--- src/hdl/dma_pkg.sv ---
`default_nettype none

package dma_pkg;

  // Transfer length in words
  localparam int DMA_SIZE_WIDTH = 10;

  // Byte distance between two channel register blocks
  localparam int DMA_CH_STRIDE = 16;

  // Register offsets inside one channel block
  localparam logic [3:0] DMA_REG_LADDR = 4'h0;
  localparam logic [3:0] DMA_REG_SIZE  = 4'h4;
  localparam logic [3:0] DMA_REG_CTRL  = 4'h8;

  // Host address bit that selects the memory window
  localparam int DMA_MEM_WINDOW_BIT = 11;

  // Burst codes on the memory bus
  // INCR keeps the burst going, TERM tags its last beat
  localparam logic [2:0] HBURST_INCR = 3'b010;
  localparam logic [2:0] HBURST_TERM = 3'b111;

endpackage

`default_nettype wire

--- src/hdl/dma_read_engine.sv ---
`timescale 1ns/100ps
`default_nettype none

module dma_read_engine
  import dma_pkg::*;
#(
  parameter int ADDR_WIDTH = 32,
  parameter int DATA_WIDTH = 32
) (
  input  logic                      clk,
  input  logic                      rst,
  // Channel request
  input  logic                      start,
  input  logic [ADDR_WIDTH-1:0]     laddr,
  input  logic [DMA_SIZE_WIDTH-1:0] size,
  output logic                      idle,
  // Memory bus master side
  output logic                      hsel,
  output logic [ADDR_WIDTH-1:0]     haddr,
  output logic [2:0]                hburst,
  output logic                      hmastlock,
  input  logic [DATA_WIDTH-1:0]     hrdata,
  input  logic                      hready,
  // Output stream
  output logic                      data_valid,
  output logic [DATA_WIDTH-1:0]     data,
  input  logic                      data_ready
);

  typedef enum logic [1:0] {
    ST_IDLE,
    ST_DATA,
    ST_WAIT
  } state_t;

  state_t                    state;
  state_t                    state_nxt;
  logic [DMA_SIZE_WIDTH-1:0] remain;
  logic [ADDR_WIDTH-1:0]     addr_q;
  logic                      last;

  // Three entry FIFO between bus and stream
  logic [DATA_WIDTH-1:0]     fifo_q [3];
  logic [3:0]                pos;
  logic                      push;
  logic                      pop;
  logic                      fifo_empty;
  logic                      fifo_ready;

  //////////////////////////////
  // Output FIFO
  //////////////////////////////

  // One-hot write position
  // bit 0 means empty and bit 3 means all three held
  assign fifo_empty = pos[0];
  assign data_valid = ~fifo_empty;
  assign data       = fifo_q[0];
  assign pop        = data_ready & ~fifo_empty;

  // High-water mark at two entries
  // Leaves room for the beat that is still on the bus
  assign fifo_ready = ~|pos[3:2];

  always_ff @(posedge clk) begin
    if (rst) begin
      pos <= 4'b0001;
    end else if (push && !pop) begin
      pos <= pos << 1;
    end else if (!push && pop) begin
      pos <= pos >> 1;
    end
  end

  // Head is slot 0 and everything shifts down on a pop
  always_ff @(posedge clk) begin
    for (int i = 0; i < 2; i++) begin
      if (pop) begin
        fifo_q[i] <= (push && pos[i+1]) ? hrdata : fifo_q[i+1];
      end else if (push && pos[i]) begin
        fifo_q[i] <= hrdata;
      end
    end
    // Top slot only fills, it never shifts in
    if (push && pos[2] && !pop) begin
      fifo_q[2] <= hrdata;
    end
  end

  //////////////////////////////
  // Burst FSM
  //////////////////////////////

  assign idle      = (state == ST_IDLE);
  assign hsel      = (state == ST_DATA);
  assign hmastlock = (state == ST_DATA);
  assign haddr     = addr_q;
  assign last      = (remain == DMA_SIZE_WIDTH'(1));
  assign push      = hsel & hready;

  // Close the burst on the final word or when the FIFO is near full
  assign hburst = (last || !fifo_ready) ? HBURST_TERM : HBURST_INCR;

  always_comb begin
    state_nxt = state;
    case (state)
      ST_IDLE: begin
        // FIFO is always empty here so go straight to the bus
        if (start) begin
          state_nxt = ST_DATA;
        end
      end
      ST_DATA: begin
        if (hready) begin
          if (last) begin
            state_nxt = ST_IDLE;
          end else if (!fifo_ready) begin
            state_nxt = ST_WAIT;
          end
        end
      end
      ST_WAIT: begin
        // Restart the burst once the stream drained
        if (fifo_ready) begin
          state_nxt = ST_DATA;
        end
      end
      default: begin
        state_nxt = ST_IDLE;
      end
    endcase
  end

  always_ff @(posedge clk) begin
    if (rst) begin
      state  <= ST_IDLE;
      remain <= '0;
    end else begin
      state <= state_nxt;
      // Words still to fetch
      if (idle && start) begin
        remain <= size;
      end else if (push) begin
        remain <= remain - 1'b1;
      end
    end
  end

  // Word address walks up from the start address
  always_ff @(posedge clk) begin
    if (idle && start) begin
      addr_q <= laddr;
    end else if (push) begin
      addr_q <= addr_q + ADDR_WIDTH'(4);
    end
  end

  // FSM must never fill a full FIFO
  a_no_overflow: assert property (@(posedge clk) disable iff (rst)
    push |-> !pos[3]);

  // A stalled beat keeps its request until the memory answers
  a_hold_addr: assert property (@(posedge clk) disable iff (rst)
    hsel && !hready |=> hsel && $stable(haddr));

endmodule

`default_nettype wire

--- config.mk ---
export PLATFORM = sky130hd
export DESIGN_NAME = dma_read_engine
export DESIGN_NICKNAME = d
export VERILOG_FILES = /design/src/hdl/dma_pkg.sv /design/src/hdl/dma_read_engine.sv
export SDC_FILE = /design/constraint.sdc
export NUM_CORES = 1
export LEC_CHECK = 0
export ABC_AREA = 1
export BUFFER_PORTS_ARGS = -buffer_cell sky130_fd_sc_hd__buf_2
export CORE_AREA = 2 2 117 119
export CTS_CLUSTER_DIAMETER = 50
export DETAILED_ROUTE_END_ITERATION = 8
export DIE_AREA = 0 0 119 121
export PLACE_DENSITY = 0.86
export SLEW_MARGIN = 20
export SYNTH_ARGS = -nofsm -noshare
export SYNTH_HDL_FRONTEND = slang
export SYNTH_SLANG_ARGS = --single-unit
--- constraint.sdc ---
create_clock -name clk -period 5.32 [get_ports clk]
set_input_delay 1.064 -clock clk [delete_from_list [all_inputs] [get_ports clk]]
set_output_delay 1.064 -clock clk [all_outputs]
set_load 0.02 [all_outputs]
==> results.sh <==
export IMPL_outcome="complete, no violations"
export IMPL_final_seq_area_mm2=0.00416
export IMPL_ioPinCount=150
export IMPL_timing_max_transition_violations_final=0
export IMPL_post_route_cells_drive_above_1_share=0.222
export IMPL_static_leakage_power_nw=3.50
export IMPL_yosysSeqAreaShare=0.587
export IMPL_multi_input_comb_area_mm2=0.00226
export IMPL_via_count_of_the_first_global_routing_pass=4910
export IMPL_wire_per_inst_um=14.3
export IMPL_report_power_total_mw=4.62
export IMPL_cts_buffer_depth=2
export IMPL_critPathCaptureType="output pin"
export IMPL_ctsHtreeMaxLevel=4
export IMPL_min_path_cells=2
export IMPL_syn2layout_area_growth_pct=16.3
export IMPL_root_buffer="sky130_fd_sc_hd__clkbuf_16"
export IMPL_groute_usage_overall=0.211
export IMPL_power_density_mw_per_mm2=560
export IMPL_grt_start_max_net_pins=65
export IMPL_dp_wirelength_um=10500
export IMPL_std_cell_rows=42
export IMPL_layout_cells_most_common="sky130_fd_sc_hd__nand2_1"
export IMPL_ffs_latches_synth=144
export IMPL_start_util=0.542
export IMPL_startpoint="remain[5]$_SDFFE_PP0P_"
export IMPL_post_cts_resize_count=0
export IMPL_clock_sink_count=144
export IMPL_crit_start_category="register"
export IMPL_period_minus_slack_ns=2.66
export IMPL_hold_start="remain[7]$_SDFFE_PP0P_"
export IMPL_core_area_mm2=0.0131
export IMPL_asyncSetResetFlopFracSynth=0
export IMPL_layout_worst_path_cycle_share=0.500
export IMPL_worst_endpoint_required_ns=4.26
export IMPL_final_hold_worst_slack_ns=0.478
export IMPL_rsz_0062_raised_after_global_routing="false"
export IMPL_synthDistinctLibCells=36
export IMPL_antenna_violations_before_repair=1
export IMPL_worst_endpoint_arrival_ns=1.60
export IMPL_final_nets=958
export IMPL_cts_buffers_inserted=17
export IMPL_worstHoldPathType="register to register"
export IMPL_synthesis_yosys_warnings=0
export IMPL_tritoncts_clock_tree="done"
export IMPL_crit_reg2reg_launch="state[0]$_SDFFE_PP0P_"
export IMPL_setup_total_negative_slack_ns=0
export IMPL_drt_antenna_violating_nets=0
export IMPL_syn_area_per_cell_um2=9.30
export IMPL_maxSlewHeadroom=0.417
export IMPL_die_area_mm2=0.0144
export IMPL_grt_ovfl_total=0
export IMPL_synth_edf_count=128
export IMPL_clk_latency_ns=0.42
export IMPL_netlist_instances=762
export IMPL_finalHoldViolations=0
export IMPL_clock_skew_final_ns=0.00647
export IMPL_worst_path_max_fanout=4
export IMPL_wire_length_of_the_first_global_routing_pass_um=23500
export IMPL_die_height_um=121
export IMPL_die_width_um=119
export IMPL_gp_routability_congestion=0.914
export IMPL_cts_reportedPaths_clkPinSlew_ns=0.06
export IMPL_finalWirelength_um=15200
export IMPL_fillCellCount=1064
export IMPL_detailroute_via_count=5410
export IMPL_tightest_slew_ns=0.871
export IMPL_worstRegToRegCells=4
export IMPL_drt_drc_violations_left=0
export IMPL_most_common_layout_cells="216 x sky130_fd_sc_hd__nand2_1, 148 x sky130_fd_sc_hd__buf_2, 128 x sky130_fd_sc_hd__edfxtp_1"
export IMPL_netlist_area_mm2=0.00709
export IMPL_max_cap_violations=0
export IMPL_detail_route_vias_per_cell=5.08
export IMPL_first_iter_violations=388
export IMPL_cts_repair_timing_setup_buffer_count=0
export IMPL_setup_viol=0
export IMPL_holdBufCountCts=0
export IMPL_detailedRoute_firstPassIterationCount=5
export IMPL_max_vdd_ir_drop_uv=341
export IMPL_path_class="register to output pin"
export IMPL_insertedDiodeCount=0
export IMPL_syn_num_nets=845
export IMPL_ys_dominant_reg_cell="sky130_fd_sc_hd__edfxtp_1"
export IMPL_max_clock_freq_mhz=376
export IMPL_placement_io_buffers=148
## sequential cells by signal, indices dropped and copies added, names as in the netlist
| register | cells |
|---|---|
| remain | 10 |
| pos | 4 |
| fifo_q | 96 |
| haddr | 32 |
| state | 2 |
## cell type report
class,count,share of cell area
Clock inverter,11,0.0114
Tap cell,176,0.0267
Timing Repair Buffer,151,0.0926
Multi-Input combinational cell,492,0.274
Inverter,69,0.0314
Clock buffer,21,0.0586
Sequential cell,144,0.505
## per-stage QoR
stage          setup WS [ns]  area [um2]  std cells  utilization
2_1_floorplan           2.62        7090        762            -
3_3_place_gp            2.40        7660       1032        0.586
3_5_place_dp            2.23        7660       1032        0.586
4_1_cts                 2.63        8240       1064        0.630
5_1_grt                 2.52        8250       1064        0.630
6_report                2.66        8250       1064        0.630
## final timing paths
path                                  to  slack, ns
hold / removal    remain[7]$_SDFFE_PP0P_       0.48
setup / recovery               hburst[0]       2.66
setup reg to reg     haddr[17]$_DFFE_PP_       2.97
hold reg to reg   remain[7]$_SDFFE_PP0P_       0.48
## power breakdown
| group | switching [mW] | internal, mW |
|---|---|---|
| logic | 1.08 | 0.486 |
| clock network | 0.477 | 0.663 |
| registers | 0.240 | 1.67 |
## synth_stat cells, types with 4 or more instances
library cell,n,area share
sky130_fd_sc_hd__xnor2_1,10,0.012
sky130_fd_sc_hd__buf_4,39,0.041
sky130_fd_sc_hd__inv_1,66,0.035
sky130_fd_sc_hd__nand3_1,25,0.018
sky130_fd_sc_hd__nand2_1,216,0.11
sky130_fd_sc_hd__nand2_2,4,0.0035
sky130_fd_sc_hd__o21ai_0,35,0.025
sky130_fd_sc_hd__buf_6,5,0.0079
sky130_fd_sc_hd__ha_1,4,0.0071
sky130_fd_sc_hd__dfxtp_1,16,0.045
sky130_fd_sc_hd__nand3b_1,10,0.011
sky130_fd_sc_hd__buf_2,10,0.0071
sky130_fd_sc_hd__o21ai_1,18,0.013
sky130_fd_sc_hd__edfxtp_1,128,0.54
sky130_fd_sc_hd__a31oi_1,5,0.0044
sky130_fd_sc_hd__a21oi_1,45,0.032
sky130_fd_sc_hd__nor2_1,95,0.050
## critical path, stage by stage, from the launching register on
cell                      delay [ns]
sky130_fd_sc_hd__dfxtp_1        0.33
sky130_fd_sc_hd__nor2_1         0.19
sky130_fd_sc_hd__and2_1         0.23
sky130_fd_sc_hd__nand3_1        0.15
sky130_fd_sc_hd__nand2_1        0.11
sky130_fd_sc_hd__buf_2          0.16
## kinds of logic after synthesis
family	after synthesis	synth area share
xor+xnor	13	0.0161
simple gates	365	0.213
fa+ha+maj	4	0.00706
other cells	1	0.000529
buf+inv	126	0.0944
flops	144	0.587
compound gates	109	0.0817
## routing by layer
layer | wire length, um | GRT usage
met1 | 6740 | 0.270
met2 | 7410 | 0.352
met4 | 242 | 0.0856
met5 | 13 | 0
met3 | 844 | 0.0432
Power figures use the tool's default switching activity.
