==> src/hdl/dma_pkg.sv <==
`default_nettype none

package dma_pkg;

  // Transfer length in words
  localparam int DMA_SIZE_WIDTH = 10;

  // Byte distance between two channel register blocks
  localparam int DMA_CH_STRIDE = 16;

  // Register offsets inside one channel block
  localparam logic [3:0] DMA_REG_LADDR = 4'h0;
  localparam logic [3:0] DMA_REG_SIZE  = 4'h4;
  localparam logic [3:0] DMA_REG_CTRL  = 4'h8;

  // Host address bit that selects the memory window
  localparam int DMA_MEM_WINDOW_BIT = 11;

  // Burst codes on the memory bus
  // INCR keeps the burst going, TERM tags its last beat
  localparam logic [2:0] HBURST_INCR = 3'b010;
  localparam logic [2:0] HBURST_TERM = 3'b111;

endpackage

`default_nettype wire

==> src/hdl/dma_bus_arbiter.sv <==
`timescale 1ns/100ps
`default_nettype none

module dma_bus_arbiter
  import dma_pkg::*;
#(
  parameter int ADDR_WIDTH = 32,
  parameter int DATA_WIDTH = 32
) (
  input  logic                  clk,
  input  logic                  rst,
  // Engine 0
  input  logic                  m0_hsel,
  input  logic [ADDR_WIDTH-1:0] m0_haddr,
  input  logic [2:0]            m0_hburst,
  input  logic                  m0_hmastlock,
  output logic [DATA_WIDTH-1:0] m0_hrdata,
  output logic                  m0_hready,
  // Engine 1
  input  logic                  m1_hsel,
  input  logic [ADDR_WIDTH-1:0] m1_haddr,
  input  logic [2:0]            m1_hburst,
  input  logic                  m1_hmastlock,
  output logic [DATA_WIDTH-1:0] m1_hrdata,
  output logic                  m1_hready,
  // Toward the memory
  output logic                  s_hsel,
  output logic [ADDR_WIDTH-1:0] s_haddr,
  input  logic [DATA_WIDTH-1:0] s_hrdata,
  input  logic                  s_hready
);

  // Current owner of the bus
  logic       grant;
  logic       owner_lock;
  logic       other_req;
  logic [2:0] owner_burst;

  assign owner_lock  = grant ? m1_hmastlock : m0_hmastlock;
  assign owner_burst = grant ? m1_hburst : m0_hburst;
  assign other_req   = grant ? m0_hsel : m1_hsel;

  // Hand over only between bursts and only to a waiting peer
  // Two engines make this plain round robin
  always_ff @(posedge clk) begin
    if (rst) begin
      grant <= 1'b0;
    end else if (!owner_lock && other_req) begin
      grant <= ~grant;
    end
  end

  //////////////////////////////
  // Request mux
  //////////////////////////////

  assign s_hsel  = grant ? m1_hsel : m0_hsel;
  assign s_haddr = grant ? m1_haddr : m0_haddr;

  // Read data is shared, hready goes to the owner alone
  assign m0_hrdata = s_hrdata;
  assign m1_hrdata = s_hrdata;
  assign m0_hready = s_hready & ~grant;
  assign m1_hready = s_hready & grant;

  // Locked bursts keep the bus
  a_lock_grant: assert property (@(posedge clk) disable iff (rst)
    owner_lock |=> $stable(grant));

  // An INCR beat is followed by another beat of the same burst
  a_incr_next: assert property (@(posedge clk) disable iff (rst)
    s_hsel && s_hready && owner_burst == HBURST_INCR |=> s_hsel && $stable(grant));

endmodule

`default_nettype wire

==> config.mk <==
export PLATFORM = sky130hd
export DESIGN_NAME = dma_bus_arbiter
export DESIGN_NICKNAME = d
export VERILOG_FILES = /design/src/hdl/dma_pkg.sv /design/src/hdl/dma_bus_arbiter.sv
export SDC_FILE = /design/constraint.sdc
export NUM_CORES = 1
export LEC_CHECK = 0
export BUFFER_PORTS_ARGS = -buffer_cell sky130_fd_sc_hd__buf_2
export CORE_AREA = 4 4 79 81
export CTS_CLUSTER_SIZE = 8
export DETAILED_ROUTE_END_ITERATION = 12
export DIE_AREA = 0 0 83 85
export PLACE_DENSITY = 0.71
export RECOVER_POWER = 100
export REMOVE_ABC_BUFFERS = 1
export SLEW_MARGIN = 20
export SYNTH_ARGS = -nofsm -noshare
export SYNTH_HDL_FRONTEND = slang
export SYNTH_SLANG_ARGS = --single-unit
==> constraint.sdc <==
create_clock -name clk -period 0.9 [get_ports clk]
set_clock_uncertainty 0.15 [all_clocks]
set_input_delay 0 -clock clk [delete_from_list [all_inputs] [get_ports clk]]
set_output_delay 0 -clock clk [all_outputs]
set_load 0.02 [all_outputs]
==> metrics.md, run 1 <==
| Metric | Value |
|---|---|
| Final count of negative-setup-slack endpoints | 35 |
| Min-delay src | rst |
| Failing checks | negative setup slack |
| Worst hold endpoint | grant |
| # rows | 27 |
| CP Data Required Time | 750 ps |
| Top reg by flops | grant |
| Crit path arrival time | slightly above 1000 ps |
| Clock slew at reported path FFs | 0 ps |
| Most common cell after layout, fill and taps aside | buf_2 |
| Vias per cell | 4.33 |
| #FFs+latches synth | 1 |
| Final wirelength | 7.85 mm |
| GRT busiest layer | met2 |
| First-pass GRT wire length | 9.65 mm |
| Unique masters post-synth | 13 |
| Fmax | between 0.8 and 0.9 GHz |
| Period utilization | 131% |
| Placed Cells | 220 |
| Seq/Total Area, Yosys | 1.85% |
| Status | finished with violations |
| Mapped Cells | 108 |
| Drt drc | 0 |
| Dpl ws | -308 ps |
| CORE AREA | 5470 µm² |
| Initial antenna violation count | 1 |
| Met2 Use GR | approximately 33% |
| Power per cell area | 839 nW/µm² |
| Most frequent cells in the layout | 79 x buf_2, 33 x mux2_4, 32 x clkdlybuf4s25_1 |
| Reg2Reg Setup Slack | -120 ps |
| Input/output buffers | 105 |
| Hold Path Depth | 2 |
| CP max stage cell | dfxtp_4 |
| P_leak | roughly 0.89 nW |
| GRT Total Usage | 19.5% |
| Clock Latency Late Sink | 0 ps |
| Worst hold-check path type | input port to flip-flop |
| Final hold vios | 0 |
| Synth warn | 0 |
| Max Cap Viol | 0 |
| Top Registers | grant (1) |
| Max reg flops | 1 |
| HPWL Detailed | a little under 7 mm |
| GR Util met3 | 14.6% |
| Crit-path cells | buf_12, mux2_4, buf_2 |
| CP Class | flip-flop to output port |
| Layout cells sized above 1 | around 81% |
| Reg2reg start | grant |
| Vias | 1,099 |
| Remaining antenna violation count | 0 |
| I/O pin total | 208 |
| CP max stage delay | around 380 ps |
| Nets | 292 |
| RSZ-0062 raised after global routing | true |
| Max Slew Vio Count | 0 |
| Largest net degree at the start of global routing | 24 |
| Drt first pass iters | 4 |
| CP endpoint kind | output port |
| Least-Margin Pin Slew | 672 ps |
| Die Ht | 85 µm |
| Reg2reg end | grant |
| P&R area growth vs syn | 60.3% |
| Die area | ~7000 µm² |
| Worst setup SP type | flip-flop |
| Wire per inst | around 31 µm |
| CP Max Fanout | 12 |
| Met1 Usage GRT | between 10% and 20% |
| Number of DRC markers in iteration 0 | 16 |
| Max_slew headroom | 55.4% |
| Reg2Reg Depth | 3 |
| Fin worst setup slack | -280 ps |
| Total global routing overflow | 0 |
| Post-layout min period | 1180 ps |
| Post-Layout Cell Count | 254 |
| Avg Cell Area, Syn | approximately 10 µm² |
| Chip Width | ~83 µm |
| Initial core utilization | between 10% and 20% |
| Vias in the first global route | around 1,100 |
| Placer Congestion | 0.877 |
| Post-Syn Area | 1080 µm² |
| VDD IR-drop max | between 0.0002 and 0.0003 V |
logic make-up (layout without fill, tap and decap cells):
group | Yosys count | after routing | share of synthesized area [%]
DFF | 1 | 1 | 1.85
muxes | 33 | 33 | 43.6
buffers and inverters | 69 | 142 | 50.8
other | 0 | 1 | 0
and+or+nand+nor | 4 | 4 | 2.54
AOI/OAI and AO/OA | 1 | 1 | 1.15
worst max-delay path: cells and delay by family (launching register included):
family | cells | cell delay (ps)
mux | 1 | 310
flops | 1 | 380
buf+inv | 2 | 330
power by group:
| group | internal [mW] | leakage [nW] | switching [mW] |
|---|---|---|---|
| Clock | 0.000000149 | 0.00000634 | 0 |
| Sequential | 0.0481 | 0.00892 | 0.00819 |
| Combinational | 0.653 | 0.884 | 0.748 |
per-stage QoR:
| step | instance area, µm² | utilization [%] | setup TNS (ps) | hold WS (ps) | power, mW |
|---|---|---|---|---|---|
| 2_1_floorplan | 537 | - | -37570 | -150 | 0.514 |
| 3_3_place_gp | 1190 | 21.7 | -9020 | -149 | 0.827 |
| 3_5_place_dp | 1190 | 21.7 | -9580 | -149 | 0.838 |
| 4_1_cts | 1560 | 28.5 | -17720 | 3.29 | 1.30 |
| 5_1_grt | 1740 | 31.7 | -9300 | 21.0 | 1.50 |
| 6_report | 1740 | 31.7 | -8400 | 12.3 | 1.46 |
what timing repair did:
| item | 4_1_cts | 5_1_grt |
|---|---|---|
| gates resized for setup | 17 | 79 |
| cloned | 0 | 1 |
| setup buffers | 0 | 0 |
| pin swaps | 0 | 2 |
| hold endpoints to repair | 64 | 0 |
| hold buffers | 32 | 0 |
| setup endpoints to repair | 36 | 100 |
cells in the mapped netlist (all sizes together):
master | count | area [µm²]
buf | 68 | 547
mux2 | 33 | 473
a211oi | 1 | 12.5
and2 | 1 | 6.26
and3b | 1 | 8.76
dfxtp | 1 | 20.0
inv | 1 | 3.75
nand2b | 1 | 6.26
nor2b | 1 | 6.26
how the worst max path moves through the flow:
stage | from | end | slack, ps | cells past startpoint
after floorplan | grant | s_haddr[0] | -1130 | 1
after global placement | grant | s_haddr[31] | -300 | 3
after detailed placement | grant | s_haddr[1] | -310 | 3
after CTS | grant | s_haddr[8] | -300 | 3
after global routing | grant | s_haddr[9] | -300 | 3
final | grant | s_haddr[10] | -280 | 3
area by class of cell:
class,count,area [µm²]
diodes,1,2.50
fillers,571,3740
inverters,1,3.75
multi-input cells,38,541
flip-flops and latches,1,23.8
well taps,72,90.1
repair buffers,141,1080
routing by layer:
layer / routed length (µm) / part of all wire [%]
met5: 0 / 0
met3: 1270 / 16
met1: 2220 / 28
met4: 606 / 7.7
met2: 3760 / 48
Note: power is estimated with default switching activity, not from simulation.
==> inputs of run 2 (changes only) <==
Settings changed: REMOVE_ABC_BUFFERS 1 to default.
==> metrics.md, run 2 (synthesis results as in run 1) <==
| Metric | Value |
|---|---|
| Layout cells sized above 1 | 80.3% (-0.34 points) |
| Nets | 294 (+0.68%) |
| Post-layout min period | 1200 ps (+16.9 ps) |
| CP Class | flip-flop to output port |
| Number of DRC markers in iteration 0 | 10 (-6) |
| Reg2Reg Depth | 4 (+1) |
| Reg2reg start | grant |
| Total global routing overflow | 0 (unchanged) |
| Wire per inst | 14.7 µm (-53%) |
| Dpl ws | -326 ps (-17.5 ps) |
| Post-Layout Cell Count | 255 (+0.39%) |
| Final count of negative-setup-slack endpoints | 36 (+2.9%) |
| Remaining antenna violation count | 0 (unchanged) |
| CP Max Fanout | 11 (-1) |
| Crit path arrival time | 1050 ps (+20 ps) |
| Vias in the first global route | 1,045 (-7.9%) |
| Drt drc | 0 (unchanged) |
| First-pass GRT wire length | 5.35 mm (-45%) |
| Max_slew headroom | 69.1% (+14 points) |
| Power per cell area | 777 nW/µm² (-7.4%) |
| Max Slew Vio Count | 0 (unchanged) |
| Initial antenna violation count | 0 (-1) |
| Final wirelength | 3.74 mm (-52%) |
| DP Area | 1210 µm² (+1.5%) |
| Max Cap Viol | 0 (unchanged) |
| P&R area growth vs syn | 59.8% |
| Setup crit start | grant |
| Min-delay src | rst |
| RSZ-0062 raised after global routing | true |
| Failing checks | negative setup slack |
| Chip Width | 83 µm (unchanged) |
| Input/output buffers | 105 (unchanged) |
| Final Hold Slack | 12.7 ps (+0.337 ps) |
| I/O pin total | 208 (unchanged) |
| Clock Latency Late Sink | 0 ps (unchanged) |
| Vias per cell | 3.81 (-12%) |
| ANT cells | 0 (-1) |
| CP endpoint kind | output port |
| Placed Cells | 220 (unchanged) |
| VDD IR-drop max | 0.000401 V (+55%) |
| Drt first pass iters | 4 (unchanged) |
| Initial core utilization | 19.8% (unchanged) |
| Top Registers | grant (1) |
| Design Area, Final | 1730 µm² (-0.29%) |
| Vias | 972 (-12%) |
| Status | finished with violations |
| Reg2Reg Setup Slack | -230 ps (-110 ps) |
| GRT Total Usage | 9.02% (-10 points) |
| Die Ht | 85 µm (unchanged) |
| HPWL Detailed | 2.43 mm (-64%) |
| Most common cell after layout, fill and taps aside | buf_2 |
| Least-Margin Pin Slew | 467 ps (-205 ps) |
| Fmax | 0.836 GHz (-1.4%) |
| Die area | 7060 µm² (unchanged) |
| Worst setup SP type | flip-flop |
| Final hold vios | 0 (unchanged) |
| Hold Path Depth | 2 (unchanged) |
| Syn Nets | 217 |
| Placer Congestion | 0.669 (-24%) |
| CP Data Required Time | 750 ps (about the same) |
| # rows | 27 (unchanged) |
| Largest net degree at the start of global routing | 13 (-46%) |
| Worst hold-check path type | input port to flip-flop |
| Max reg flops | 1 (unchanged) |
| Fin worst setup slack | -296 ps (-16.9 ps) |
| CORE AREA | 5470 µm² (unchanged) |
| P_leak | 0.892 nW (-0.15%) |
| Most frequent cells in the layout | 82 x buf_2, 32 x clkdlybuf4s25_1, 31 x mux2_4 |
| Post-route setup TNS | -9190 ps (-785 ps) |
| Period utilization | 133% (+1.9 points) |
| Clock slew at reported path FFs | 0 ps (unchanged) |
| Top reg by flops | grant |
==> run 2: worst paths after layout <==
check | end
max | s_haddr[2]
min | grant
max reg2reg | grant
min reg2reg | grant
==> run 2: stage by stage <==
| stage | power [mW] | utilization (%) |
|---|---|---|
| final | 1.35 | 31.6 |
| after global routing | 1.41 | 31.6 |
| after global placement | 0.823 | 22.0 |
| after floorplan | 0.972 | - |
| after detailed placement | 0.839 | 22.0 |
| after CTS | 1.30 | 30.5 |
==> run 2: layout make-up <==
class	count	area, µm²
Sequential cell	1	23.8
Multi-Input combinational cell	38	531
Timing Repair Buffer	143	1080
Inverter	1	3.75
Tap cell	72	90.1
Fill cell	587	3740
==> run 2: critical path: stages, from the launching register on <==
cell     delay [ps]
dfxtp_4         390
buf_12          160
mux2_2          350
buf_6           140
==> run 2: what timing repair did <==
item	CTS	global route
pin swaps	0	2
gates cloned	1	0
gates resized for setup	35	50
setup buffers	1	1
setup endpoints to repair	36	100
hold endpoints to repair	64	0
hold buffers	32	0
==> run 2: layer usage <==
layer,vias up,wire length [µm],track usage [%]
li1,442,-,-
met1,446,1210,9.26
met2,82,2120,17.9
met3,2,393,3.79
met4,0,14,0.297
met5,-,0,0
==> run 2: where the power goes <==
| part | switching [mW] | leakage [nW] | internal, mW |
|---|---|---|---|
| logic | 0.638 | 0.883 | 0.649 |
| registers | 0.0102 | 0.00892 | 0.0482 |
| clock network | 0 | 0 | 0 |
==> inputs of run 3 (changes only) <==
Settings changed: PLACE_DENSITY 0.71 to 0.67.
==> metrics.md, run 3 (synthesis results as in run 1) <==
| Metric | Value |
|---|---|
| Drt first pass iters | 4 (unchanged) |
| Multi-input gate area | 533 µm² (+0.47%) |
| Layout Utilization | 30.8% (-0.80 points) |
| Syn Nets | 217 (unchanged) |
| Storage cell area | 23.8 µm² (unchanged) |
| Dpl ws | -314 ps (+12.4 ps) |
| CORE AREA | 5470 µm² (unchanged) |
| Final count of negative-setup-slack endpoints | 36 (unchanged) |
| Clock slew at reported path FFs | 0 ps (unchanged) |
| DRT met1 WL | 1.07 mm (-12%) |
| Worst hold-check path type | input port to flip-flop |
| Total global routing overflow | 0 (unchanged) |
| Top reg by flops | grant |
| ANT cells | 0 (unchanged) |
| Status | finished with violations |
| Die area | 7060 µm² (unchanged) |
| Largest net degree at the start of global routing | 20 (+7) |
| Period utilization | 130% (-2.9 points) |
| Vias in the first global route | 997 (-4.6%) |
| Nets | 292 (-0.68%) |
| Post-layout min period | 1170 ps (-26.0 ps) |
| CP Class | flip-flop to output port |
| Initial core utilization | 19.8% (unchanged) |
| Remaining antenna violation count | 0 (unchanged) |
| First-pass GRT wire length | 4.81 mm (-10%) |
| Fin worst setup slack | -270 ps (+26.0 ps) |
| I/O pin total | 208 (unchanged) |
| Power per cell area | 771 nW/µm² (-0.80%) |
| Final hold vios | 0 (unchanged) |
| CP endpoint kind | output port |
| CP Max Fanout | 15 (+4) |
| Worst setup SP type | flip-flop |
| CP Data Required Time | 750 ps (about the same) |
| Die Ht | 85 µm (unchanged) |
| Met2 routed WL | 1.99 mm (-6.2%) |
| Final wirelength | 3.46 mm (-7.4%) |
| Most frequent cells in the layout | 82 x buf_2, 32 x mux2_4, 32 x clkdlybuf4s25_1 |
| Input/output buffers | 105 (unchanged) |
| Least-Margin Pin Slew | 460 ps (-7.26 ps) |
| Met3 WL post-DR | 405 µm (+3.1%) |
| Fmax | 0.854 GHz (+2.2%) |
| Failing checks | negative setup slack |
| P_leak | 0.874 nW (-1.9%) |
| RSZ-0062 raised after global routing | true |
| Max_slew headroom | 69.5% (+0.48 points) |
| Chip Width | 83 µm (unchanged) |
| VDD IR-drop max | 0.000304 V (-24%) |
| Max Cap Viol | 0 (unchanged) |
| Fillers | 600 (+2.2%) |
| Pwr Total | 1.30 mW (-3.3%) |
| Initial antenna violation count | 0 (unchanged) |
| Max reg flops | 1 (unchanged) |
| HPWL Detailed | 2.42 mm (-0.26%) |
| Clock Latency Late Sink | 0 ps (unchanged) |
| Final Hold Slack | 11.9 ps (-0.758 ps) |
| # rows | 27 (unchanged) |
| Top routing layer in use | met3 |
| Wire per inst | 13.7 µm (-6.7%) |
| Placer Congestion | 0.756 (+13%) |
| P&R area growth vs syn | 55.8% |
| Drt drc | 0 (unchanged) |
| Top Registers | grant (1) |
| Post-route setup TNS | -8400 ps (+784 ps) |
| Vias | 947 (-2.6%) |
| Vias per cell | 3.74 (-1.8%) |
| GRT Total Usage | 7.77% (-1.2 points) |
| Most common cell after layout, fill and taps aside | buf_2 |
| Layout cells sized above 1 | 80.1% (-0.22 points) |
| Crit path arrival time | 1020 ps (-30 ps) |
| Number of DRC markers in iteration 0 | 5 (-5) |
| Max Slew Vio Count | 0 (unchanged) |
[run 3: per-stage QoR]
stage                     cells  instance area [µm²]
after floorplan             108                 1090
after global placement      220                 1210
after detailed placement    220                 1210
after CTS                   252                 1570
after global routing        253                 1690
final                       253                 1690
[run 3: worst max-delay path, stage by stage, from the launching register on]
cell and delay (ps):
dfxtp_4 360, buf_12 170, mux2_2 340, buf_2 160
[run 3: routing by layer]
layer	vias up	global-route usage, %
met2	86	15.8
met4	0	0
met3	0	3.11
met5	-	0
li1	437	-
met1	424	7.84
[run 3: what timing repair did]
| action | 4_1_cts | 5_1_grt |
|---|---|---|
| pin swaps | 2 | 0 |
| endpoints found under the setup margin | 36 | 100 |
| gates resized for setup | 13 | 68 |
| hold buffers | 32 | 0 |
| hold endpoints to repair | 64 | 0 |
| buffers inserted | 0 | 1 |
[run 3: path summary, 6_finish.rpt]
path | startpoint | endpoint | slack (ps) | depth (start not counted)
worst max-delay path | grant | s_haddr[1] | -270 | 3
worst min-delay path | rst | grant | 10 | 2
worst max register to register | grant | grant | -210 | 4
worst min register to register | grant | grant | 580 | 4
[run 3: final cells by class]
| cell class | count | area share, % |
|---|---|---|
| timing repair buffer | 141 | 61.5 |
| multi-input combinational | 38 | 31.6 |
| tap | 72 | 5.34 |
| sequential | 1 | 1.41 |
| inverter | 1 | 0.222 |
[run 3: where the power goes]
part	leakage, nW	switching (mW)	internal [mW]	total (mW)
Combinational	0.865	0.622	0.625	1.25
Clock	0	0	0	0
Sequential	0.00892	0.00596	0.0481	0.0540
Total	0.874	0.628	0.673	1.30
