--- src/hdl/dma_pkg.sv ---
`default_nettype none

package dma_pkg;

  // Transfer length in words
  localparam int DMA_SIZE_WIDTH = 10;

  // Byte distance between two channel register blocks
  localparam int DMA_CH_STRIDE = 16;

  // Register offsets inside one channel block
  localparam logic [3:0] DMA_REG_LADDR = 4'h0;
  localparam logic [3:0] DMA_REG_SIZE  = 4'h4;
  localparam logic [3:0] DMA_REG_CTRL  = 4'h8;

  // Host address bit that selects the memory window
  localparam int DMA_MEM_WINDOW_BIT = 11;

  // Burst codes on the memory bus
  // INCR keeps the burst going, TERM tags its last beat
  localparam logic [2:0] HBURST_INCR = 3'b010;
  localparam logic [2:0] HBURST_TERM = 3'b111;

endpackage

`default_nettype wire

--- src/hdl/dma_ctrl_regs.sv ---
`timescale 1ns/100ps
`default_nettype none

module dma_ctrl_regs
  import dma_pkg::*;
#(
  parameter int ADDR_WIDTH = 32,
  parameter int DATA_WIDTH = 32,
  parameter int MEM_WORDS  = 256
) (
  input  logic                         clk,
  input  logic                         rst,
  // AXI4-Lite slave
  input  logic                         awvalid,
  output logic                         awready,
  input  logic [ADDR_WIDTH-1:0]        awaddr,
  input  logic                         wvalid,
  output logic                         wready,
  input  logic [DATA_WIDTH-1:0]        wdata,
  output logic                         bvalid,
  input  logic                         bready,
  output logic [1:0]                   bresp,
  input  logic                         arvalid,
  output logic                         arready,
  input  logic [ADDR_WIDTH-1:0]        araddr,
  output logic                         rvalid,
  input  logic                         rready,
  output logic [DATA_WIDTH-1:0]        rdata,
  output logic [1:0]                   rresp,
  // Channel 0
  output logic                         ch0_start,
  output logic [ADDR_WIDTH-1:0]        ch0_laddr,
  output logic [DMA_SIZE_WIDTH-1:0]    ch0_size,
  input  logic                         ch0_idle,
  input  logic                         ch0_fifo_empty,
  // Channel 1
  output logic                         ch1_start,
  output logic [ADDR_WIDTH-1:0]        ch1_laddr,
  output logic [DMA_SIZE_WIDTH-1:0]    ch1_size,
  input  logic                         ch1_idle,
  input  logic                         ch1_fifo_empty,
  // Memory window writes
  output logic                         mem_wr_en,
  output logic [$clog2(MEM_WORDS)-1:0] mem_wr_index,
  output logic [DATA_WIDTH-1:0]        mem_wr_data
);

  localparam int OFS_W = $clog2(DMA_CH_STRIDE);
  localparam int IDX_W = $clog2(MEM_WORDS);

  logic [ADDR_WIDTH-1:0]     laddr_q [2];
  logic [DMA_SIZE_WIDTH-1:0] size_q [2];
  logic [1:0]                busy;
  logic [1:0]                start_q;
  logic [1:0]                idle_in;
  logic [1:0]                empty_in;
  logic                      wr_fire;
  logic                      wr_win;
  logic                      wr_ch;
  logic [OFS_W-1:0]          wr_ofs;
  logic                      rd_fire;
  logic                      rd_ch;
  logic [OFS_W-1:0]          rd_ofs;
  logic                      rvalid_nxt;
  logic [DATA_WIDTH-1:0]     rd_word;

  assign idle_in  = {ch1_idle, ch0_idle};
  assign empty_in = {ch1_fifo_empty, ch0_fifo_empty};

  assign ch0_start = start_q[0];
  assign ch1_start = start_q[1];
  assign ch0_laddr = laddr_q[0];
  assign ch1_laddr = laddr_q[1];
  assign ch0_size  = size_q[0];
  assign ch1_size  = size_q[1];

  //////////////////////////////
  // Write path
  //////////////////////////////

  // Address and data are taken together in one cycle
  assign wr_fire = awvalid & wvalid & ~bvalid;
  assign awready = wr_fire;
  assign wready  = wr_fire;
  assign wr_win  = awaddr[DMA_MEM_WINDOW_BIT];
  assign wr_ch   = awaddr[OFS_W];
  assign wr_ofs  = awaddr[OFS_W-1:0];

  // Always OKAY
  assign bresp = 2'b00;

  always_ff @(posedge clk) begin
    if (rst) begin
      bvalid <= 1'b0;
    end else if (wr_fire) begin
      bvalid <= 1'b1;
    end else if (bready) begin
      bvalid <= 1'b0;
    end
  end

  always_ff @(posedge clk) begin
    for (int c = 0; c < 2; c++) begin
      if (rst) begin
        laddr_q[c] <= '0;
        size_q[c]  <= '0;
        start_q[c] <= 1'b0;
        busy[c]    <= 1'b0;
      end else begin
        if (wr_fire && !wr_win && wr_ch == 1'(c)) begin
          if (wr_ofs == DMA_REG_LADDR) begin
            laddr_q[c] <= wdata[ADDR_WIDTH-1:0];
          end
          if (wr_ofs == DMA_REG_SIZE) begin
            size_q[c] <= wdata[DMA_SIZE_WIDTH-1:0];
          end
        end
        // Start only an idle channel with a real length
        start_q[c] <= wr_fire && !wr_win && wr_ch == 1'(c) && wr_ofs == DMA_REG_CTRL &&
                      wdata[0] && !busy[c] && size_q[c] != '0;
        // Busy until the last word has left the stream
        if (start_q[c]) begin
          busy[c] <= 1'b1;
        end else if (idle_in[c] && empty_in[c]) begin
          busy[c] <= 1'b0;
        end
      end
    end
  end

  // Window write goes out one cycle after the handshake
  always_ff @(posedge clk) begin
    if (rst) begin
      mem_wr_en <= 1'b0;
    end else begin
      mem_wr_en <= wr_fire & wr_win;
    end
  end

  always_ff @(posedge clk) begin
    mem_wr_index <= awaddr[IDX_W+1:2];
    mem_wr_data  <= wdata;
  end

  //////////////////////////////
  // Read path
  //////////////////////////////

  assign rd_fire    = arvalid & arready;
  assign rd_ch      = araddr[OFS_W];
  assign rd_ofs     = araddr[OFS_W-1:0];
  assign rvalid_nxt = rd_fire | (rvalid & ~rready);
  assign rresp      = 2'b00;

  // arready follows the empty response slot
  always_ff @(posedge clk) begin
    if (rst) begin
      rvalid  <= 1'b0;
      arready <= 1'b0;
    end else begin
      rvalid  <= rvalid_nxt;
      arready <= ~rvalid_nxt;
    end
  end

  // Memory window reads return zero
  always_comb begin
    rd_word = '0;
    if (!araddr[DMA_MEM_WINDOW_BIT]) begin
      case (rd_ofs)
        DMA_REG_LADDR: rd_word = DATA_WIDTH'(laddr_q[rd_ch]);
        DMA_REG_SIZE:  rd_word = DATA_WIDTH'(size_q[rd_ch]);
        DMA_REG_CTRL:  rd_word = DATA_WIDTH'(busy[rd_ch]);
        default:       rd_word = '0;
      endcase
    end
  end

  always_ff @(posedge clk) begin
    if (rd_fire) begin
      rdata <= rd_word;
    end
  end

  // A busy channel is never restarted
  for (genvar c = 0; c < 2; c++) begin : g_chk
    a_no_restart: assert property (@(posedge clk) disable iff (rst)
      busy[c] |-> !start_q[c]);
  end

endmodule

`default_nettype wire

--- config.mk ---
export PLATFORM = sky130hd
export DESIGN_NAME = dma_ctrl_regs
export DESIGN_NICKNAME = d
export VERILOG_FILES = /design/src/hdl/dma_pkg.sv /design/src/hdl/dma_ctrl_regs.sv
export SDC_FILE = /design/constraint.sdc
export NUM_CORES = 1
export LEC_CHECK = 0
export ABC_CLOCK_PERIOD_IN_PS = 2500
export BUFFER_PORTS_ARGS = -buffer_cell sky130_fd_sc_hd__clkbuf_2
export CAP_MARGIN = 40
export CELL_PAD_IN_SITES_DETAIL_PLACEMENT = 1
export CELL_PAD_IN_SITES_GLOBAL_PLACEMENT = 2
export CORE_AREA = 2 2 145 147
export DETAILED_ROUTE_END_ITERATION = 10
export DIE_AREA = 0 0 147 149
export GPL_TIMING_DRIVEN = 1
export PLACE_DENSITY_LB_ADDON = 0.1
export SYNTH_ARGS = -nofsm -noshare
export SYNTH_HDL_FRONTEND = slang
export SYNTH_SLANG_ARGS = --single-unit
export TNS_END_PERCENT = 50
--- constraint.sdc ---
create_clock -name clk -period 2.5 [get_ports clk]
set_clock_uncertainty 0.05 [all_clocks]
set_input_delay 0.25 -clock clk [delete_from_list [all_inputs] [get_ports clk]]
set_output_delay 0.25 -clock clk [all_outputs]
set_load 0.01 [all_outputs]
==> impl_metrics.ini, run 1 <==
[status]
outcome = finished, final reports clean

[cells_and_area]
num-fill-cells = 2204
post-route-cell-area_sq_um = 8480
antennaDiodeCount = 0
layout-area-overhead-vs-synth_pct = 40.7
final_util_pct = 41.2
post_layout_nonfiller_instances = 973
nets = 792
seqCellArea_sq_um = 4440
multi_input_area_sq_um = 1480
proportion_of_layout_cells_with_a_drive_suffix_above_1_pct = 41.1

[placement]
dp_cells = 902
gpl.final_weighted_congestion = 0.740
dp.final_hpwl_um = 12100
place.port_buffers = 223
placedInstanceArea_sq_um = 7520

[global_route]
grt_max_degree = 34
grt_pass1_vias = 4556
grt_util_all_layers_pct = 16.2
grt_first_pass_wirelength_um = 26300
leftover_overflow_at_the_end_of_global_routing = 0
antenna_found_initial = 0

[yosys]
synthTopCellsByArea = sky130_fd_sc_hd__edfxtp_1, sky130_fd_sc_hd__dfxtp_1, sky130_fd_sc_hd__nor2_1
yosys.area.top_type = sky130_fd_sc_hd__edfxtp_1
synth_top_area_share_pct = 57.8
synth_area_sq_um = 6030
synthesis_stage_register_bit_count = 164
synth.most_common_cell = sky130_fd_sc_hd__edfxtp_1
ys_warn_count = 0
postSynth.asyncResetShare_pct = 0
syn-mean-instance-area_sq_um = 14.6
synth_enable_flop_cells = 116
seq_area_frac_synth_pct = 73.7
ys_dominant_reg_cell = sky130_fd_sc_hd__edfxtp_1
count_of_cell_types_in_the_netlist = 36
synth.top_cells.by_count = sky130_fd_sc_hd__edfxtp_1, sky130_fd_sc_hd__nor2_1, sky130_fd_sc_hd__dfxtp_1, sky130_fd_sc_hd__nand2_1, sky130_fd_sc_hd__mux2i_1
cells_after_synth = 412

[pwr]
sequentialPowerShare_pct = 50.4
netSwitchingFraction_pct = 23.7
ir_worst_vdd_mv = 0.436
total_leakage_power_uw = 0.00361
pwr-share-clk_pct = 41.7
total_power_density_per_cell_area_nw_per_um2 = 715
logic_gate_share_of_total_power_pct = 7.9
p_switching_uw = 1430
cellInternalPower_uw = 4630

[clock_network]
clock_sinks = 164
cts_tree = done
cts_hold_repair.buffers = 39
buffers_from_clock_root_to_sink_at_most = 2
postCtsSetupBuffers = 0
clk_root_buffer_cell = sky130_fd_sc_hd__clkbuf_16
clk_transition_reported_paths_ns = 0.07
tritoncts.num_buffers = 17
clock_insertion_delay_worst_skew_ns = 0.42
cts_htree_levels = 4
post_cts.resized_instances = 0

[worst_setup_path]
timing.reg2reg.setup_slack_ns = 0.70
timing.reg2reg.worst_path_depth = 4
critical_path.reg2reg.startpoint = bvalid$_SDFFE_PP0P_
critPathCapture = laddr_q[1][31]$_SDFFCE_PN0P_
worst-path-max-fanout = 22
rr_endpoint = laddr_q[1][31]$_SDFFCE_PN0P_
timing.critical_path.required_ns = 2.57
critical_path_startpoint = awaddr[2]
setup.worst_path.start_class = input pin
worst_ep_arrival_time_ns = 2.06
worst-setup-path-type = in -> reg
critPathCaptureType = register

[worst_hold_path]
hold_path_class = in -> reg

[sta]
fin_setup_tns_ns = 0
slew_margin_rel_pct = 52.0
final-max-slew-violation-count = 0
min_period_ns = 1.99
timing.final.crit_share_pct = 79.6
max_freq_mhz = 502
worstMarginPinSlew_ns = 0.719
setup_repair_after_global_routing_missed_its_margin = false
timing.final.hold_violations = 0
setup_violations = 0

[floorplanning]
die_span_y_um = 149
area_of_the_die_sq_um = 21900
start_util_pct = 29.3
number_of_rows_created_at_floorplan = 53
top_level_ports = 275
floorplan.core_area_sq_um = 20600
die-width_um = 147

[drt]
drt_iter0_drc = 168
vias_post_dr = 4280
wl_um = 17600
post_drt_wl_per_cell_um = 18.1
antenna_left = 0
dr.pass1.iters = 4
post_drt_via_cell_ratio = 4.40
drc_errors = 0

[job]
timing.max_cap.violations = 0
[kinds of logic after synthesis]
logic type / Yosys count / synth area share [%]
DFF: 164 / 73.7
other: 1 / 0.0622
and+or+nand+nor: 176 / 15.3
AOI/OAI and AO/OA: 10 / 1.20
buffers and inverters: 27 / 2.14
muxes: 34 / 7.51
[metal layers]
metal | GRT usage [%] | up-vias | part of all wire [%]
met5 | 0 | - | 0
li1 | - | 2015 | -
met1 | 19.4 | 2111 | 42
met3 | 4.77 | 9 | 6.0
met2 | 28.4 | 145 | 51
met4 | 4.90 | 0 | 0.91
[power groups by stage]
stage               clock network [uW]  registers [uW]  logic (uW)
detailed placement                   0            3120         441
CTS                               2590            3060         490
floorplan                            0            3160         143
global route                      2680            3070         519
finish                            2530            3060         478
global placement                     0            3110         438
[stage by stage]
step | worst slack, ns | total power [uW] | hold slack, ns
after floorplan | 0.235 | 3310 | 0.228
final | 0.510 | 6060 | 0.0460
after CTS | 0.507 | 6140 | 0.0243
after global routing | 0.386 | 6270 | 0.0484
after detailed placement | 0.415 | 3560 | 0.305
after global placement | 0.451 | 3550 | 0.304
[critical path, stage by stage]
cell and delay [ns]:
sky130_fd_sc_hd__dlygate4sd3_1 0.54, sky130_fd_sc_hd__clkbuf_2 0.15, sky130_fd_sc_hd__nor4_4 0.33, sky130_fd_sc_hd__nand3_1 0.15, sky130_fd_sc_hd__nand2_2 0.36, sky130_fd_sc_hd__buf_12 0.26
[worst min-delay path by stage]
stage               startpoint                      end  slack, ns  cells after the start
finish              awaddr[11]     mem_wr_en$_SDFF_PP0_       0.05                      2
global route        awaddr[11]     mem_wr_en$_SDFF_PP0_       0.05                      2
CTS                 awaddr[11]     mem_wr_en$_SDFF_PP0_       0.02                      2
detailed placement   awaddr[7]  mem_wr_index[5]$_DFF_P_       0.30                      1
global placement     awaddr[5]  mem_wr_index[3]$_DFF_P_       0.30                      1
floorplan             wdata[0]   mem_wr_data[0]$_DFF_P_       0.23                      0
[cell usage in the layout, fill, tap and decap left out, types with 2 or more instances in the layout]
| cell type | synthesis | routed |
|---|---|---|
| sky130_fd_sc_hd__clkbuf_2 | 0 | 223 |
| sky130_fd_sc_hd__edfxtp_1 | 116 | 116 |
| sky130_fd_sc_hd__nor2_1 | 71 | 71 |
| sky130_fd_sc_hd__dfxtp_1 | 48 | 48 |
| sky130_fd_sc_hd__dlygate4sd3_1 | 0 | 39 |
| sky130_fd_sc_hd__nand2_1 | 27 | 26 |
| sky130_fd_sc_hd__mux2i_1 | 25 | 25 |
| sky130_fd_sc_hd__and3_1 | 22 | 22 |
| sky130_fd_sc_hd__and2_1 | 22 | 21 |
| sky130_fd_sc_hd__clkbuf_16 | 0 | 17 |
| sky130_fd_sc_hd__buf_4 | 5 | 11 |
| sky130_fd_sc_hd__mux4_2 | 9 | 9 |
| sky130_fd_sc_hd__nor2b_1 | 9 | 9 |
| sky130_fd_sc_hd__nor3_1 | 6 | 6 |
| sky130_fd_sc_hd__clkinvlp_4 | 0 | 6 |
| sky130_fd_sc_hd__a21oi_1 | 4 | 4 |
| sky130_fd_sc_hd__conb_1 | 1 | 4 |
| sky130_fd_sc_hd__inv_1 | 3 | 3 |
| sky130_fd_sc_hd__nand3_1 | 3 | 3 |
| sky130_fd_sc_hd__inv_6 | 0 | 3 |
| sky130_fd_sc_hd__nor4_4 | 1 | 2 |
| sky130_fd_sc_hd__nand2b_1 | 2 | 2 |
| sky130_fd_sc_hd__nor3b_1 | 2 | 2 |
| sky130_fd_sc_hd__or4_1 | 2 | 2 |
| sky130_fd_sc_hd__nor4_1 | 2 | 2 |
| sky130_fd_sc_hd__clkinv_4 | 0 | 2 |
| sky130_fd_sc_hd__buf_12 | 0 | 2 |
[sequential cells by signal (all words and copies together), names as in the netlist]
name and cells:
mem_wr_index 8, start_q 2, rvalid 1, mem_wr_data 32, rdata 32, mem_wr_en 1, arready 1, size_q 20
bvalid 1, busy 2, laddr_q 64
[final cells by class]
type / instances / share of cell area [%]
sequential: 164 / 52.4
timing repair buffer: 275 / 19.2
multi-input combinational: 224 / 17.5
clock buffer: 19 / 5.22
tap: 275 / 4.06
clock inverter: 13 / 1.46
inverter: 3 / 0.133
(Power assumes the default switching activity.)
==> run 2: changes to the inputs <==
--- a/config.mk
+++ b/config.mk
@@ -5,14 +5,14 @@
 export SDC_FILE = /design/constraint.sdc
 export NUM_CORES = 1
 export LEC_CHECK = 0
-export ABC_CLOCK_PERIOD_IN_PS = 2500
+export ABC_CLOCK_PERIOD_IN_PS = 1700
 export BUFFER_PORTS_ARGS = -buffer_cell sky130_fd_sc_hd__clkbuf_2
 export CAP_MARGIN = 40
 export CELL_PAD_IN_SITES_DETAIL_PLACEMENT = 1
 export CELL_PAD_IN_SITES_GLOBAL_PLACEMENT = 2
-export CORE_AREA = 2 2 145 147
+export CORE_AREA = 2 2 153 155
 export DETAILED_ROUTE_END_ITERATION = 10
-export DIE_AREA = 0 0 147 149
+export DIE_AREA = 0 0 155 157
 export GPL_TIMING_DRIVEN = 1
 export PLACE_DENSITY_LB_ADDON = 0.1
 export SYNTH_ARGS = -nofsm -noshare
==> constraint.sdc (replaced) <==
create_clock -name clk -period 1.7 [get_ports clk]
set_clock_uncertainty 0.05 [all_clocks]
set_input_delay 0.17 -clock clk [delete_from_list [all_inputs] [get_ports clk]]
set_output_delay 0.17 -clock clk [all_outputs]
set_load 0.01 [all_outputs]
==> impl_metrics.ini, run 2 (synthesized netlist as in run 1, its figures left out) <==
[clock_network]
clock_sinks = 164
clk_root_buffer_cell = sky130_fd_sc_hd__clkbuf_16
cts_htree_levels = 4
cts_tree = done
postCtsSetupBuffers = 0
clock_insertion_delay_worst_skew_ns = 0.42
buffers_from_clock_root_to_sink_at_most = 2
tritoncts.num_buffers = 17
clk_transition_reported_paths_ns = 0.07

[floorplanning]
die_span_y_um = 157
area_of_the_die_sq_um = 24300
start_util_pct = 26.8
top_level_ports = 275
number_of_rows_created_at_floorplan = 55
die-width_um = 155
floorplan.core_area_sq_um = 22500

[pwr]
total_power_density_per_cell_area_nw_per_um2 = 1030
ir_worst_vdd_mv = 0.567
total_leakage_power_uw = 0.00376

[worst_setup_path]
buf_inv_stages_crit_path = 3
crit_chain = dlygate4sd3_1, clkbuf_2, inv_1, and3_1, and3_1
timing.reg2reg.worst_path_depth = 4
rr_endpoint = laddr_q[0][29]$_SDFFCE_PN0P_
slowest_stage = sky130_fd_sc_hd__dlygate4sd3_1
critical-path-max-stage-delay_ns = 0.54
critPathCaptureType = register
critical_path_startpoint = rst
worst_ep_arrival_time_ns = 1.83
worst-path-max-fanout = 10
setup.worst_path.start_class = input pin
critical_path.reg2reg.startpoint = bvalid$_SDFFE_PP0P_
timing.reg2reg.setup_slack_ns = 0.11
worst-setup-path-type = in -> reg
cp_top_family = buffers and inverters
cpMostUsedCell = sky130_fd_sc_hd__and3_1
timing.critical_path.required_ns = 1.93

[cells_and_area]
leading_cell_type_in_the_layout_fill_and_taps_excluded = sky130_fd_sc_hd__clkbuf_2
proportion_of_layout_cells_with_a_drive_suffix_above_1_pct = 41.8
nets = 810
top_regs = laddr_q: 64 flops, mem_wr_data: 32 flops, rdata: 32 flops
post-route-cell-area_sq_um = 8770
largest_reg_flops = 64
antennaDiodeCount = 0
largest_register_by_flop_count = laddr_q
layout_common_cells = sky130_fd_sc_hd__clkbuf_2, sky130_fd_sc_hd__edfxtp_1, sky130_fd_sc_hd__nor2_1
final_util_pct = 39.0
layout-area-overhead-vs-synth_pct = 45.4

[placement]
dp_slack_ns = 0.0190
place.port_buffers = 223
gpl.final_weighted_congestion = 0.754
placedInstanceArea_sq_um = 7730
dp.final_hpwl_um = 13200

[sta]
setup_violations = 0
final.hold.worst_slack_ns = 0.0182
timing.final.crit_share_pct = 93.9
timing.final.hold_violations = 0
worst_slack_ns = 0.103
min_period_ns = 1.60
final-max-slew-violation-count = 0
max_freq_mhz = 626
fin_setup_tns_ns = 0
setup_repair_after_global_routing_missed_its_margin = false

[drt]
routedLengthMet1_um = 7930
drc_errors = 0
wl_met2_um = 9680
vias_post_dr = 4380
antenna_left = 0
wl_um = 18800
dr.pass1.iters = 5
post_drt_wl_per_cell_um = 18.8
drt_iter0_drc = 211
post_drt_via_cell_ratio = 4.38
detailroute.wirelength.met3_um = 999
top_layer_used = met4

[worst_hold_path]
hold_path_class = in -> reg
hold_depth = 4
timing.hold.worst.start = ch1_fifo_empty
worstHoldEndpoint = busy[1]$_SDFFE_PP0P_

[status]
outcome = finished, final reports clean

[global_route]
grt_util_all_layers_pct = 15.5
antenna_found_initial = 0
leftover_overflow_at_the_end_of_global_routing = 0
grt_max_degree = 34
grt_pass1_vias = 4643
grt_first_pass_wirelength_um = 27900

[job]
timing.max_cap.violations = 0
==> run 2: changes by cell type in the layout (fill, tap and decap cells not counted), moves of 2 or more <==
cell,before,now
sky130_fd_sc_hd__buf_4,11,16
sky130_fd_sc_hd__clkbuf_1,1,3
sky130_fd_sc_hd__clkbuf_16,17,20
sky130_fd_sc_hd__clkinvlp_4,6,2
sky130_fd_sc_hd__buf_12,2,9
sky130_fd_sc_hd__dlygate4sd3_1,39,44
==> run 2: worst register-to-register path: cells and delay by family (launching register included) <==
| family | cells | cell delay, ns |
|---|---|---|
| buffers and inverters | 1 | 0.20 |
| DFF | 1 | 0.34 |
| and+or+nand+nor | 3 | 0.85 |
==> run 2: area by class of cell <==
| type | count | area [sq um] |
|---|---|---|
| flip-flops and latches | 164 | 4440 |
| clock buffers | 24 | 526 |
| multi-input cells | 224 | 1500 |
| repair buffers | 293 | 1870 |
| fillers | 2405 | 13700 |
| clock inverters | 8 | 61.3 |
| inverters | 3 | 11.3 |
| well taps | 285 | 357 |
==> run 2: where the power goes <==
group / internal, uW / switching [uW]
combinational: 351 / 414
sequential: 4420 / 75.3
clock: 2190 / 1620
==> run 2: what timing repair did <==
item,in CTS,in global routing
hold buffers,44,0
endpoints found under the hold margin,43,0
setup endpoints to repair,0,5
resized for setup,0,2
==> run 2: stage by stage <==
step	cells	power, uW
floorplan	415	4870
global placement	925	5270
finish	1001	9070
CTS	1001	9200
global route	1001	9440
detailed placement	925	5290
==> run 2: worst max-delay path by stage <==
stage / to / cells past startpoint / slack, ns
floorplan: size_q[0][0]$_SDFFCE_PN0P_ / 2 / -0.05
CTS: laddr_q[0][29]$_SDFFCE_PN0P_ / 4 / 0.06
detailed placement: size_q[0][9]$_SDFFCE_PN0P_ / 4 / 0.02
finish: laddr_q[1][4]$_SDFFCE_PN0P_ / 5 / 0.10
global placement: size_q[0][9]$_SDFFCE_PN0P_ / 4 / 0.03
global route: rvalid$_SDFF_PP0_ / 5 / 0.004
==> run 2: per-layer routing <==
metal / global-route usage (%) / up-vias
li1: - / 2046
met1: 18.5 / 2172
met2: 27.7 / 149
met3: 3.74 / 13
met4: 4.63 / 0
met5: 0 / -
==> run 3: changes to the inputs <==
--- a/config.mk
+++ b/config.mk
@@ -10,9 +10,10 @@
 export CAP_MARGIN = 40
 export CELL_PAD_IN_SITES_DETAIL_PLACEMENT = 1
 export CELL_PAD_IN_SITES_GLOBAL_PLACEMENT = 2
-export CORE_AREA = 2 2 153 155
+export CORE_AREA = 2 2 150 152
+export CTS_BUF_LIST = sky130_fd_sc_hd__clkbuf_2 sky130_fd_sc_hd__clkbuf_4 sky130_fd_sc_hd__clkbuf_8
 export DETAILED_ROUTE_END_ITERATION = 10
-export DIE_AREA = 0 0 155 157
+export DIE_AREA = 0 0 152 154
 export GPL_TIMING_DRIVEN = 1
 export PLACE_DENSITY_LB_ADDON = 0.1
 export SYNTH_ARGS = -nofsm -noshare
==> impl_metrics.ini, run 3 (synthesized netlist as in run 1, its figures left out) <==
[floorplanning]
die-width_um = 152
die_span_y_um = 154
top_level_ports = 275
floorplan.core_area_sq_um = 21700
start_util_pct = 27.8
area_of_the_die_sq_um = 23400
number_of_rows_created_at_floorplan = 54

[sta]
min_period_ns = 1.68
fin_setup_tns_ns = 0
timing.final.crit_share_pct = 98.5
final-max-slew-violation-count = 0
final.hold.worst_slack_ns = 0.0652
setup_repair_after_global_routing_missed_its_margin = false
max_freq_mhz = 597
setup_violations = 0
timing.final.hold_violations = 0

[cells_and_area]
num-fill-cells = 2346
layout_common_cells = sky130_fd_sc_hd__clkbuf_2, sky130_fd_sc_hd__edfxtp_1, sky130_fd_sc_hd__nor2_1
post-route-cell-area_sq_um = 8600
final_util_pct = 39.7
multi_input_area_sq_um = 1500
top_regs = laddr_q: 64 flops, mem_wr_data: 32 flops, rdata: 32 flops
antennaDiodeCount = 0
largest_reg_flops = 64
largest_register_by_flop_count = laddr_q
post_layout_nonfiller_instances = 1001
seqCellArea_sq_um = 4440
nets = 815
leading_cell_type_in_the_layout_fill_and_taps_excluded = sky130_fd_sc_hd__clkbuf_2
layout-area-overhead-vs-synth_pct = 42.7
proportion_of_layout_cells_with_a_drive_suffix_above_1_pct = 41.9

[drt]
dr.pass1.iters = 4
antenna_left = 0
post_drt_wl_per_cell_um = 18.0
drt_iter0_drc = 235
drc_errors = 0
wl_um = 18100
post_drt_via_cell_ratio = 4.34
vias_post_dr = 4342

[global_route]
grt_max_degree = 34
grt_pass1_vias = 4756
antenna_found_initial = 0
grt_util_all_layers_pct = 15.5
leftover_overflow_at_the_end_of_global_routing = 0
grt_first_pass_wirelength_um = 27700

[worst_setup_path]
setup.worst_path.start_class = input pin
worst-path-max-fanout = 10
critPathCaptureType = register
worst-setup-path-type = in -> reg
worst_ep_arrival_time_ns = 1.79
timing.critical_path.required_ns = 1.82

[clock_network]
tritoncts.num_buffers = 17
cts_htree_levels = 4
clk_transition_reported_paths_ns = 0.09
cts_tree = done
buffers_from_clock_root_to_sink_at_most = 2
clock_insertion_delay_worst_skew_ns = 0.45
clock_sinks = 164
clk_root_buffer_cell = sky130_fd_sc_hd__clkbuf_8

[status]
outcome = finished, final reports clean

[placement]
dp_cells = 920
gpl.final_weighted_congestion = 0.719
dp.final_hpwl_um = 12700
placedInstanceArea_sq_um = 7710
place.port_buffers = 223

[pwr]
total_power_density_per_cell_area_nw_per_um2 = 934
total_leakage_power_uw = 0.00368
ir_worst_vdd_mv = 0.391

[job]
timing.max_cap.violations = 0

[worst_hold_path]
hold_path_class = in -> reg
run 3: final cells by class:
type	count	area share, %
sequential	164	51.7
timing repair buffer	298	22.3
multi-input combinational	224	17.4
tap	280	4.07
clock buffer	19	2.97
clock inverter	13	1.43
inverter	3	0.131
run 3: path summary, 6_finish.rpt:
check	from	to	slack (ns)	cells after the start
worst min-delay path	awaddr[0]	start_q[0]$_SDFF_PP0_	0.07	4
worst min register to register	start_q[0]$_SDFF_PP0_	busy[0]$_SDFFE_PP0P_	0.43	2
worst max-delay path	awaddr[3]	size_q[0][4]$_SDFFCE_PN0P_	0.02	5
worst max register to register	size_q[0][8]$_SDFFCE_PN0P_	start_q[0]$_SDFF_PP0_	0.09	4
run 3: routing by layer:
layer  part of all wire, %  track usage, %  up-vias
li1                      -               -     2053
met1                    42            18.6     2131
met2                    52            27.8      145
met3                   4.8            3.55       13
met4                   1.1            4.63        0
met5                     0               0        -
run 3: stage by stage:
step                      power, uW  setup slack, ns
after CTS                      8140          0.00874
after global routing           8370          0.00962
after detailed placement       5270         -0.00312
final                          8030           0.0249
after global placement         5260           0.0278
after floorplan                4870          -0.0488
run 3: timing repair:
action | in CTS | in global routing
resized for setup | 0 | 5
hold endpoints to repair | 78 | 1
endpoints found under the setup margin | 0 | 31
setup buffers | 0 | 0
hold buffers | 48 | 1
run 3: worst max-delay path, cell delays in order:
cell                            delay [ns]
sky130_fd_sc_hd__dlygate4sd3_1        0.53
sky130_fd_sc_hd__clkbuf_2             0.11
sky130_fd_sc_hd__or4b_4               0.54
sky130_fd_sc_hd__o31ai_2              0.24
sky130_fd_sc_hd__buf_6                0.20
run 3: where the power goes:
group | total [uW] | internal [uW] | switching [uW]
clock | 2770 | 1230 | 1540
sequential | 4500 | 4420 | 79.1
combinational | 759 | 359 | 400
